$ cat config.mk
export PLATFORM = sky130hd
export DESIGN_NAME = l1_cache
export DESIGN_NICKNAME = d
export VERILOG_FILES = /design/src/cache_pkg.sv /design/src/cache_frame_store.sv /design/src/cache_lookup.sv /design/src/cache_miss_ctrl.sv /design/src/l1_cache.sv
export VERILOG_INCLUDE_DIRS = /design/src
export SDC_FILE = /design/constraint.sdc
export NUM_CORES = 2
export LEC_CHECK = 0
export ABC_CLOCK_PERIOD_IN_PS = 12000
export BUFFER_PORTS_ARGS = -buffer_cell sky130_fd_sc_hd__buf_2
export CAP_MARGIN = 20
export CELL_PAD_IN_SITES_DETAIL_PLACEMENT = 1
export CELL_PAD_IN_SITES_GLOBAL_PLACEMENT = 2
export CORE_UTILIZATION = 44
export DETAILED_ROUTE_END_ITERATION = 10
export PLACE_DENSITY = 0.88
export SKIP_LAST_GASP = 1
export SLEW_MARGIN = 40
export SYNTH_ARGS = -nofsm -noshare
export SYNTH_HDL_FRONTEND = slang
export SYNTH_SLANG_ARGS = --single-unit
export TNS_END_PERCENT = 10
$ cat constraint.sdc
create_clock -name CLK -period 12 [get_ports CLK]
set_input_delay 3.6 -clock CLK [delete_from_list [all_inputs] [get_ports CLK]]
set_output_delay 3.6 -clock CLK [all_outputs]
set_load 0.005 [all_outputs]
$ cat src/cache_defs.svh
/*
 * geometry macros for the 2-way L1 data cache
 * derived field widths for address split
 */
`ifndef CACHE_DEFS_SVH
`define CACHE_DEFS_SVH

`define CACHE_WORD_W      32    // data word, bits
`define CACHE_SETS        8
`define CACHE_WAYS        2     // fixed, LRU is one bit per set
`define CACHE_BLOCK_WORDS 2     // words per frame

// address fields, byte offset is always 2 bits
`define CACHE_SET_BITS    $clog2(`CACHE_SETS)
`define CACHE_BLOCK_BITS  $clog2(`CACHE_BLOCK_WORDS)
`define CACHE_TAG_BITS    (`CACHE_WORD_W - `CACHE_SET_BITS - `CACHE_BLOCK_BITS - 2)

`endif

$ cat src/cache_pkg.sv
/*
 * shared types for the L1 data cache
 * word, byte enable, address fields, decoded address, controller states
 */
`include "cache_defs.svh"

package cache_pkg;

    typedef logic [`CACHE_WORD_W-1:0]          word_t;
    typedef logic [`CACHE_WORD_W/8-1:0]        byte_en_t;   // one bit per byte lane
    typedef logic [`CACHE_TAG_BITS-1:0]        tag_t;
    typedef logic [`CACHE_SET_BITS-1:0]        set_idx_t;
    typedef logic [`CACHE_BLOCK_BITS-1:0]      blk_idx_t;   // word within block
    typedef logic [$clog2(`CACHE_WAYS)-1:0]    way_t;

    // word address split, msb first
    typedef struct packed {
        tag_t       tag;
        set_idx_t   idx;
        blk_idx_t   blk;
        logic [1:0] byte_off;   // ignored, word accesses only
    } decoded_addr_t;

    typedef enum logic [2:0] {
        IDLE,
        WB,          // victim write-back
        FETCH,       // block refill
        FLUSH_SCAN,  // walk sets and ways looking for dirty frames
        FLUSH_WB     // write one dirty frame out
    } ctrl_state_t;

endpackage

$ cat src/cache_frame_store.sv
/*
 * frame store: data, tag, valid, dirty per frame
 * one LRU bit per set, single write port, async read of one set
 */
`include "cache_defs.svh"

module cache_frame_store (
    input  logic                CLK,
    input  logic                nRST,
    input  cache_pkg::set_idx_t rd_set,
    // write port, one frame per cycle
    input  logic                wr_en,
    input  cache_pkg::set_idx_t wr_set,
    input  cache_pkg::way_t     wr_way,
    input  cache_pkg::blk_idx_t wr_word,
    input  cache_pkg::word_t    wr_data,
    input  logic                wr_data_en,
    input  cache_pkg::tag_t     wr_tag,
    input  logic                wr_tag_en,
    input  logic                wr_dirty,
    input  logic                lru_en,
    input  cache_pkg::way_t     lru_way,
    // indexed set
    output cache_pkg::tag_t [`CACHE_WAYS-1:0]                         set_tags,
    output logic [`CACHE_WAYS-1:0]                                    set_valid,
    output logic [`CACHE_WAYS-1:0]                                    set_dirty,
    output cache_pkg::word_t [`CACHE_WAYS-1:0][`CACHE_BLOCK_WORDS-1:0] set_data,
    output cache_pkg::way_t                                           set_lru
);
    cache_pkg::word_t       data_q  [`CACHE_SETS][`CACHE_WAYS][`CACHE_BLOCK_WORDS];
    cache_pkg::tag_t        tag_q   [`CACHE_SETS][`CACHE_WAYS];
    logic [`CACHE_WAYS-1:0] valid_q [`CACHE_SETS];
    logic [`CACHE_WAYS-1:0] dirty_q [`CACHE_SETS];
    cache_pkg::way_t        lru_q   [`CACHE_SETS];   // most recently used way

    always_ff @(posedge CLK, negedge nRST) begin
        if (!nRST) begin
            for (int s = 0; s < `CACHE_SETS; s++) begin
                valid_q[s] <= '0;
                dirty_q[s] <= '0;
                lru_q[s]   <= '0;
                for (int w = 0; w < `CACHE_WAYS; w++) begin
                    tag_q[s][w] <= '0;
                    for (int b = 0; b < `CACHE_BLOCK_WORDS; b++) begin
                        data_q[s][w][b] <= '0;
                    end
                end
            end
        end else begin
            if (wr_en) begin
                dirty_q[wr_set][wr_way] <= wr_dirty;   // every write sets the dirty state
                if (wr_data_en) begin
                    data_q[wr_set][wr_way][wr_word] <= wr_data;
                end
                if (wr_tag_en) begin   // last refill word
                    tag_q[wr_set][wr_way]   <= wr_tag;
                    valid_q[wr_set][wr_way] <= 1'b1;
                end
            end
            if (lru_en) begin
                lru_q[wr_set] <= lru_way;
            end
        end
    end

    // read side, purely combinational
    always_comb begin
        for (int w = 0; w < `CACHE_WAYS; w++) begin
            set_tags[w] = tag_q[rd_set][w];
            for (int b = 0; b < `CACHE_BLOCK_WORDS; b++) begin
                set_data[w][b] = data_q[rd_set][w][b];
            end
        end
    end

    assign set_valid = valid_q[rd_set];
    assign set_dirty = dirty_q[rd_set];
    assign set_lru   = lru_q[rd_set];

endmodule

$ cat src/cache_lookup.sv
/*
 * tag compare across both ways, hit word select
 * byte-enable merge for write hits, LRU victim pick
 */
`include "cache_defs.svh"

module cache_lookup (
    input  cache_pkg::word_t    proc_addr,
    input  cache_pkg::word_t    proc_wdata,
    input  cache_pkg::byte_en_t proc_byte_en,
    input  cache_pkg::tag_t [`CACHE_WAYS-1:0]                         set_tags,
    input  logic [`CACHE_WAYS-1:0]                                    set_valid,
    input  logic [`CACHE_WAYS-1:0]                                    set_dirty,
    input  cache_pkg::word_t [`CACHE_WAYS-1:0][`CACHE_BLOCK_WORDS-1:0] set_data,
    input  cache_pkg::way_t     set_lru,
    output cache_pkg::decoded_addr_t addr_f,
    output logic                hit,
    output cache_pkg::way_t     hit_way,
    output cache_pkg::word_t    hit_word,
    output cache_pkg::word_t    merged_word,
    output cache_pkg::way_t     victim_way,
    output logic                victim_dirty,
    output cache_pkg::tag_t     victim_tag
);
    assign addr_f = proc_addr;   // plain field split

    // at most one way matches, tags in a set are distinct
    always_comb begin
        hit     = 1'b0;
        hit_way = '0;
        for (int w = 0; w < `CACHE_WAYS; w++) begin
            if (set_valid[w] && set_tags[w] == addr_f.tag) begin
                hit     = 1'b1;
                hit_way = cache_pkg::way_t'(w);
            end
        end
    end

    assign hit_word = set_data[hit_way][addr_f.blk];

    // enabled lanes from the write data, others kept
    always_comb begin
        for (int b = 0; b < `CACHE_WORD_W/8; b++) begin
            merged_word[8*b +: 8] = proc_byte_en[b] ? proc_wdata[8*b +: 8]
                                                    : hit_word[8*b +: 8];
        end
    end

    // two ways, so the victim is simply the other one
    assign victim_way   = ~set_lru;
    assign victim_dirty = set_dirty[victim_way];
    assign victim_tag   = set_tags[victim_way];

endmodule

$ cat src/cache_miss_ctrl.sv
/*
 * miss controller FSM: idle/hit handling, write-back, refill, flush
 * word, way and set counters, memory bus drive, frame store writes
 */
`include "cache_defs.svh"

module cache_miss_ctrl (
    input  logic                     CLK,
    input  logic                     nRST,
    input  logic                     proc_ren,
    input  logic                     proc_wen,
    input  cache_pkg::decoded_addr_t addr_f,
    input  logic                     hit,
    input  cache_pkg::way_t          hit_way,
    input  cache_pkg::word_t         hit_word,
    input  cache_pkg::word_t         merged_word,
    input  cache_pkg::way_t          victim_way,
    input  logic                     victim_dirty,
    input  cache_pkg::tag_t          victim_tag,
    input  cache_pkg::tag_t [`CACHE_WAYS-1:0]                         set_tags,
    input  logic [`CACHE_WAYS-1:0]                                    set_dirty,
    input  cache_pkg::word_t [`CACHE_WAYS-1:0][`CACHE_BLOCK_WORDS-1:0] set_data,
    input  logic                     flush,
    input  cache_pkg::word_t         mem_rdata,
    input  logic                     mem_busy,
    output cache_pkg::word_t         proc_rdata,
    output logic                     proc_busy,
    output logic                     flush_done,
    output cache_pkg::word_t         mem_addr,
    output logic                     mem_ren,
    output logic                     mem_wen,
    output cache_pkg::word_t         mem_wdata,
    // frame store controls
    output cache_pkg::set_idx_t      rd_set,
    output logic                     wr_en,
    output cache_pkg::set_idx_t      wr_set,
    output cache_pkg::way_t          wr_way,
    output cache_pkg::blk_idx_t      wr_word,
    output cache_pkg::word_t         wr_data,
    output logic                     wr_data_en,
    output cache_pkg::tag_t          wr_tag,
    output logic                     wr_tag_en,
    output logic                     wr_dirty,
    output logic                     lru_en,
    output cache_pkg::way_t          lru_way
);
    cache_pkg::ctrl_state_t state, next_state;
    cache_pkg::blk_idx_t    word_cnt;    // word within block on the memory bus
    cache_pkg::set_idx_t    flush_set;
    cache_pkg::way_t        flush_way;
    logic                   word_adv, flush_adv;
    logic                   last_word, last_frame, flushing;

    always_ff @(posedge CLK, negedge nRST) begin
        if (!nRST) begin
            state     <= cache_pkg::IDLE;
            word_cnt  <= '0;
            flush_set <= '0;
            flush_way <= '0;
        end else begin
            state <= next_state;
            if (word_adv) begin
                word_cnt <= word_cnt + 1'b1;   // wraps to 0 after the last word
            end
            if (flush_adv) begin
                {flush_set, flush_way} <= {flush_set, flush_way} + 1'b1;   // way is the low digit
            end
        end
    end

    assign last_word  = word_cnt == cache_pkg::blk_idx_t'(`CACHE_BLOCK_WORDS - 1);
    assign last_frame = flush_set == cache_pkg::set_idx_t'(`CACHE_SETS - 1)
                     && flush_way == cache_pkg::way_t'(`CACHE_WAYS - 1);
    assign flushing   = state == cache_pkg::FLUSH_SCAN || state == cache_pkg::FLUSH_WB;

    // flush walks its own set, otherwise the request's set
    assign rd_set     = flushing ? flush_set : addr_f.idx;
    assign wr_set     = rd_set;
    assign wr_tag     = addr_f.tag;   // only written at refill end
    assign proc_rdata = hit_word;     // qualified by proc_busy

    always_comb begin
        next_state = state;
        proc_busy  = 1'b1;
        flush_done = 1'b0;
        mem_ren    = 1'b0;
        mem_wen    = 1'b0;
        mem_addr   = '0;
        mem_wdata  = '0;
        word_adv   = 1'b0;
        flush_adv  = 1'b0;
        wr_en      = 1'b0;
        wr_way     = victim_way;
        wr_word    = word_cnt;
        wr_data    = mem_rdata;
        wr_data_en = 1'b0;
        wr_tag_en  = 1'b0;
        wr_dirty   = 1'b0;
        lru_en     = 1'b0;
        lru_way    = hit_way;

        case (state)
            cache_pkg::IDLE: begin
                if (proc_ren || proc_wen) begin
                    if (hit) begin   // completes this cycle
                        proc_busy = 1'b0;
                        lru_en    = 1'b1;
                        if (proc_wen) begin
                            wr_en      = 1'b1;
                            wr_way     = hit_way;
                            wr_word    = addr_f.blk;
                            wr_data    = merged_word;
                            wr_data_en = 1'b1;
                            wr_dirty   = 1'b1;
                        end
                    end else if (victim_dirty) begin
                        next_state = cache_pkg::WB;
                    end else begin
                        next_state = cache_pkg::FETCH;
                    end
                end else if (flush) begin
                    next_state = cache_pkg::FLUSH_SCAN;
                end
            end

            cache_pkg::WB: begin
                mem_wen   = 1'b1;
                mem_addr  = {victim_tag, addr_f.idx, word_cnt, 2'b00};
                mem_wdata = set_data[victim_way][word_cnt];
                if (!mem_busy) begin
                    word_adv = 1'b1;
                    if (last_word) begin
                        wr_en      = 1'b1;   // victim now clean
                        next_state = cache_pkg::FETCH;
                    end
                end
            end

            cache_pkg::FETCH: begin
                mem_ren  = 1'b1;
                mem_addr = {addr_f.tag, addr_f.idx, word_cnt, 2'b00};
                if (!mem_busy) begin
                    word_adv   = 1'b1;
                    wr_en      = 1'b1;
                    wr_data_en = 1'b1;
                    if (last_word) begin
                        wr_tag_en  = 1'b1;   // tag and valid with the final word
                        next_state = cache_pkg::IDLE;
                    end
                end
            end

            // one cycle per frame, a dirty frame detours through FLUSH_WB
            cache_pkg::FLUSH_SCAN: begin
                if (set_dirty[flush_way]) begin
                    next_state = cache_pkg::FLUSH_WB;
                end else begin
                    flush_adv = 1'b1;
                    if (last_frame) begin
                        flush_done = 1'b1;
                        next_state = cache_pkg::IDLE;
                    end
                end
            end

            cache_pkg::FLUSH_WB: begin
                mem_wen   = 1'b1;
                mem_addr  = {set_tags[flush_way], flush_set, word_cnt, 2'b00};
                mem_wdata = set_data[flush_way][word_cnt];
                wr_way    = flush_way;
                if (!mem_busy) begin
                    word_adv = 1'b1;
                    if (last_word) begin
                        wr_en      = 1'b1;   // clear dirty, rescan same frame
                        next_state = cache_pkg::FLUSH_SCAN;
                    end
                end
            end

            default: next_state = cache_pkg::IDLE;
        endcase
    end

endmodule

$ cat src/l1_cache.sv
/*
 * write-back L1 data cache, 2-way, 8 sets of 2-word blocks
 * lookup, frame store and miss controller wired to processor and memory
 */
`include "cache_defs.svh"

module l1_cache (
    input  logic                CLK,
    input  logic                nRST,
    // processor side
    input  cache_pkg::word_t    proc_addr,
    input  logic                proc_ren,
    input  logic                proc_wen,
    input  cache_pkg::word_t    proc_wdata,
    input  cache_pkg::byte_en_t proc_byte_en,
    output cache_pkg::word_t    proc_rdata,
    output logic                proc_busy,
    input  logic                flush,
    output logic                flush_done,
    // memory side
    output cache_pkg::word_t    mem_addr,
    output logic                mem_ren,
    output logic                mem_wen,
    output cache_pkg::word_t    mem_wdata,
    input  cache_pkg::word_t    mem_rdata,
    input  logic                mem_busy
);
    // contents of the indexed set
    cache_pkg::tag_t [`CACHE_WAYS-1:0]                         set_tags;
    logic [`CACHE_WAYS-1:0]                                    set_valid;
    logic [`CACHE_WAYS-1:0]                                    set_dirty;
    cache_pkg::word_t [`CACHE_WAYS-1:0][`CACHE_BLOCK_WORDS-1:0] set_data;
    cache_pkg::way_t                                           set_lru;

    // lookup results
    cache_pkg::decoded_addr_t addr_f;
    logic                     hit;
    cache_pkg::way_t          hit_way;
    cache_pkg::word_t         hit_word;
    cache_pkg::word_t         merged_word;
    cache_pkg::way_t          victim_way;
    logic                     victim_dirty;
    cache_pkg::tag_t          victim_tag;

    // frame store controls from the controller
    cache_pkg::set_idx_t rd_set;
    cache_pkg::set_idx_t wr_set;
    cache_pkg::way_t     wr_way;
    cache_pkg::blk_idx_t wr_word;
    cache_pkg::word_t    wr_data;
    cache_pkg::tag_t     wr_tag;
    cache_pkg::way_t     lru_way;
    logic                wr_en, wr_data_en, wr_tag_en, wr_dirty, lru_en;

    cache_lookup i_lookup (
        .proc_addr, .proc_wdata, .proc_byte_en,
        .set_tags, .set_valid, .set_dirty, .set_data, .set_lru,
        .addr_f, .hit, .hit_way, .hit_word, .merged_word,
        .victim_way, .victim_dirty, .victim_tag
    );

    cache_frame_store i_frame_store (
        .CLK, .nRST, .rd_set,
        .wr_en, .wr_set, .wr_way, .wr_word, .wr_data, .wr_data_en,
        .wr_tag, .wr_tag_en, .wr_dirty, .lru_en, .lru_way,
        .set_tags, .set_valid, .set_dirty, .set_data, .set_lru
    );

    cache_miss_ctrl i_miss_ctrl (
        .CLK, .nRST, .proc_ren, .proc_wen,
        .addr_f, .hit, .hit_way, .hit_word, .merged_word,
        .victim_way, .victim_dirty, .victim_tag,
        .set_tags, .set_dirty, .set_data,
        .flush, .mem_rdata, .mem_busy,
        .proc_rdata, .proc_busy, .flush_done,
        .mem_addr, .mem_ren, .mem_wen, .mem_wdata,
        .rd_set, .wr_en, .wr_set, .wr_way, .wr_word, .wr_data, .wr_data_en,
        .wr_tag, .wr_tag_en, .wr_dirty, .lru_en, .lru_way
    );

endmodule

==> impl_metrics.toml <==
[status]
status = "completed"

[clocking]
path_clk_slew_ps = 60
cts_hold_buf = 0
cts_buffers = 161
cts.sinks = 1488
post_cts_buffers = 0
worstSkewPairLatency_ps = 830
htree_num_levels = 4
cts_root_buf = "clkbuf_16"
clock_path_buffers = 3
ctsResizeCount = 0
cts_tree = "yes"

[floorplan]
coreArea_mm2 = 0.163
dieHeight_um = 408
die_area_mm2 = 0.166
num_rows = 148
initial_utilization_pct = 44.4
die_w_um = 408
ioPinCount = 206

[grt]
grt_util_all_layers_pct = 32.1
grt-ovfl-total = 0
grt_max_degree = 144
grt_pass1_vias = 57500
antenna_found_initial = 6
grt_pass1_wl_um = 398000

[setup_path]
start_kind = "primary input"
worstPathCellList = "buf_2 -> and3b_1 -> or2_1 -> buf_12 -> o22ai_4 -> buf_4 -> a211oi_1 -> nor4_1 -> xnor2_1 -> o211ai_1 -> or3_1 -> nor4_1 -> buf_4 -> a41o_1 -> o211ai_1 -> buf_2"
slowest_stage = "or2_1"
critPathMaxStageDelay_ps = 530
critPathCaptureType = "output pin"
worstReg2RegEnd = "i_frame_store.tag_q[9]"
r2r_cells = 18
r2r-start = "i_miss_ctrl.state[2]"
cp.required_ps = 8400
crit_family = "simple AND/OR/NAND/NOR gates"
r2r_slack_ps = 3700
critPathArrivalTime_ps = 8270
path_class = "primary input to output pin"
worst-path-buf-inv = 5
path_max_fanout = 15

[flow_run]
maxCapViolations = 0

[power]
power_density_mw_per_mm2 = 248
p_leak_nw = 38.7
irDropWorstVdd_mv = 0.144
total_power_mw = 20.4

[yosys]
synth_top_area_share_pct = 51.4
synth.top_cells.by_area = "dfrtp_1, mux2_2, mux2_1, a22oi_1, mux2i_1"
yosys.area.top_type = "dfrtp_1"
postSynthAreaPerCell_um2 = 12.2
synth_cell_types = 92
yosysWarnings = 0
synth_area_mm2 = 0.0724
synth-main-ff-cell = "dfrtp_1"
async_reset_ff_share_pct = 100
synth_edf_count = 0
ys_ff_latch = 1488
syn_inst = 5917
yosysSeqAreaShare_pct = 51.4

[timing]
period_needed_ps = 11870
max_freq_ghz = 0.0843
grt_setup_unrepaired = "no"
finalHoldViolCount = 0
tns_ps = 0
fin_crit_sh_pct = 98.9
fin_worst_skew_ps = 46.8
max_slew.worst_pin.slew_ps = 943
drv_slew = 0
setup_viol_count_final = 0
relSlewSlack_pct = 37.1
setup_slack_ps = 134

[finish]
finalNonFillerCells = 8263
seqCellArea_mm2 = 0.0372
nFillCells = 16500
finalNetCount = 6065
syn_to_final_growth_pct = 13.6
drive_gt1_share_pct = 35.2
multi_input_area_mm2 = 0.0331

[routing]
ant_nets = 0
vias_per_cell = 6.54
drt_wl_total_um = 268000
num_vias = 54000
drc = 0
drt_iter0_drc = 5117
drt_pass1_iterations = 6
wl_per_cell_um = 32.4

[hold_path]
hold_path_end = "i_frame_store.valid_q[0]"
whs_path_depth = 1
hold_path.class = "flip-flop to flip-flop"
min_from = "i_frame_store.valid_q[0]"

[place]
gp_congestion = 0.887
hpwlAfterDp_um = 159000
dp_slack_ps = 78.1
dp_cells = 7966
portBuffers = 201
-- layout make-up --
type                            instances  share of cell area, %
Sequential cell                      1488                   45.3
Antenna cell                            4                 0.0122
Clock buffer                          230                   5.69
Inverter                               27                  0.123
Tap cell                             2175                   3.31
Timing Repair Buffer                  467                   4.43
Multi-Input combinational cell       3813                   40.2
Clock inverter                         59                  0.951
-- cell families (layout without fill, tap and decap cells) --
| kind of cell | count (synthesis) | after routing | share of synthesized area, % |
|---|---|---|---|
| flops | 1488 | 1488 | 51.4 |
| buf+inv | 617 | 783 | 3.86 |
| compound gates | 1141 | 1141 | 11.2 |
| mux | 1676 | 1676 | 26.3 |
| simple gates | 963 | 963 | 6.81 |
| xor+xnor | 30 | 30 | 0.363 |
| fa+ha+maj | 1 | 1 | 0.0173 |
| other cells | 1 | 6 | 0.00518 |
-- state kept, by name, indices dropped and copies added, names as in the netlist --
register	cells
i_miss_ctrl.flush_way	1
i_frame_store.valid_q	16
i_miss_ctrl.state	3
i_frame_store.dirty_q	16
i_frame_store.tag_q	416
i_miss_ctrl.flush_set	3
i_frame_store.data_q	1024
i_miss_ctrl.last_word	1
i_frame_store.lru_q	8
-- cells in the mapped netlist (81+ instances only) --
cell	instances
a22oi_1	345
mux2i_1	159
nand2_1	409
a211oi_1	113
dfrtp_1	1488
a21oi_1	165
o21ai_0	189
clkbuf_1	340
nand3_1	81
mux2_2	1212
mux2_1	255
and3_1	120
nor2_1	101
buf_2	169
-- metal layers --
metal | vias to the layer above | track usage (%) | routed length [um]
met5 | - | 0 | 38
met4 | 6 | 15.6 | 14500
met3 | 780 | 6.05 | 20800
met2 | 2488 | 51.1 | 125000
met1 | 28800 | 42.0 | 108000
li1 | 21900 | - | -
-- cell usage in the layout (no fill, tap or decap), types with 24 or more instances in the layout --
master     instances
buf_4            207
clkbuf_1          32
o221ai_1          24
o21ai_0          157
buf_2            199
nand3_1           81
mux2_2          1212
a22o_1            39
and4_1            43
clkbuf_16        163
mux2i_1          159
dfrtp_1         1484
inv_1             27
a22oi_1          344
buf_12            37
clkbuf_8          35
nand2_1          407
a21oi_1          165
nor2_1            90
clkinv_2          28
a221oi_1          44
mux4_2            26
and3_1           119
a32oi_1           37
a211oi_1         112
mux2_4            24
mux2_1           255
nand4_1           26
-- how the worst max path moves through the flow --
stage | end | depth (start not counted) | slack, ps | startpoint
6_report | proc_busy | 16 | 130 | proc_addr[4]
5_1_grt | proc_rdata[27] | 16 | 10 | proc_addr[4]
4_1_cts | proc_rdata[27] | 16 | 40 | proc_addr[4]
3_5_place_dp | proc_rdata[27] | 16 | 80 | proc_addr[4]
3_3_place_gp | proc_rdata[27] | 16 | 160 | proc_addr[4]
2_1_floorplan | mem_wdata[1] | 17 | 1340 | proc_addr[3]
-- report_power, final --
part / total [mW] / switching, mW / internal, mW / leakage, nW
registers: 7.89 / 1.06 / 6.84 / 20.1
clock network: 5.18 / 2.19 / 2.99 / 2.69
logic: 7.29 / 4.29 / 3.00 / 16.0
total: 20.4 / 7.54 / 12.8 / 38.7
-- metrics by stage --
| stage | cell area, um^2 | util, % | hold slack, ps |
|---|---|---|---|
| 6_report | 82200 | 50.4 | 466 |
| 5_1_grt | 82200 | 50.4 | 478 |
| 4_1_cts | 82100 | 50.3 | 468 |
| 3_5_place_dp | 76600 | 47.0 | 450 |
| 3_3_place_gp | 76300 | 46.8 | 444 |
| 2_1_floorplan | 72400 | - | 427 |
No activity file was read; power rests on OpenSTA's default activity.
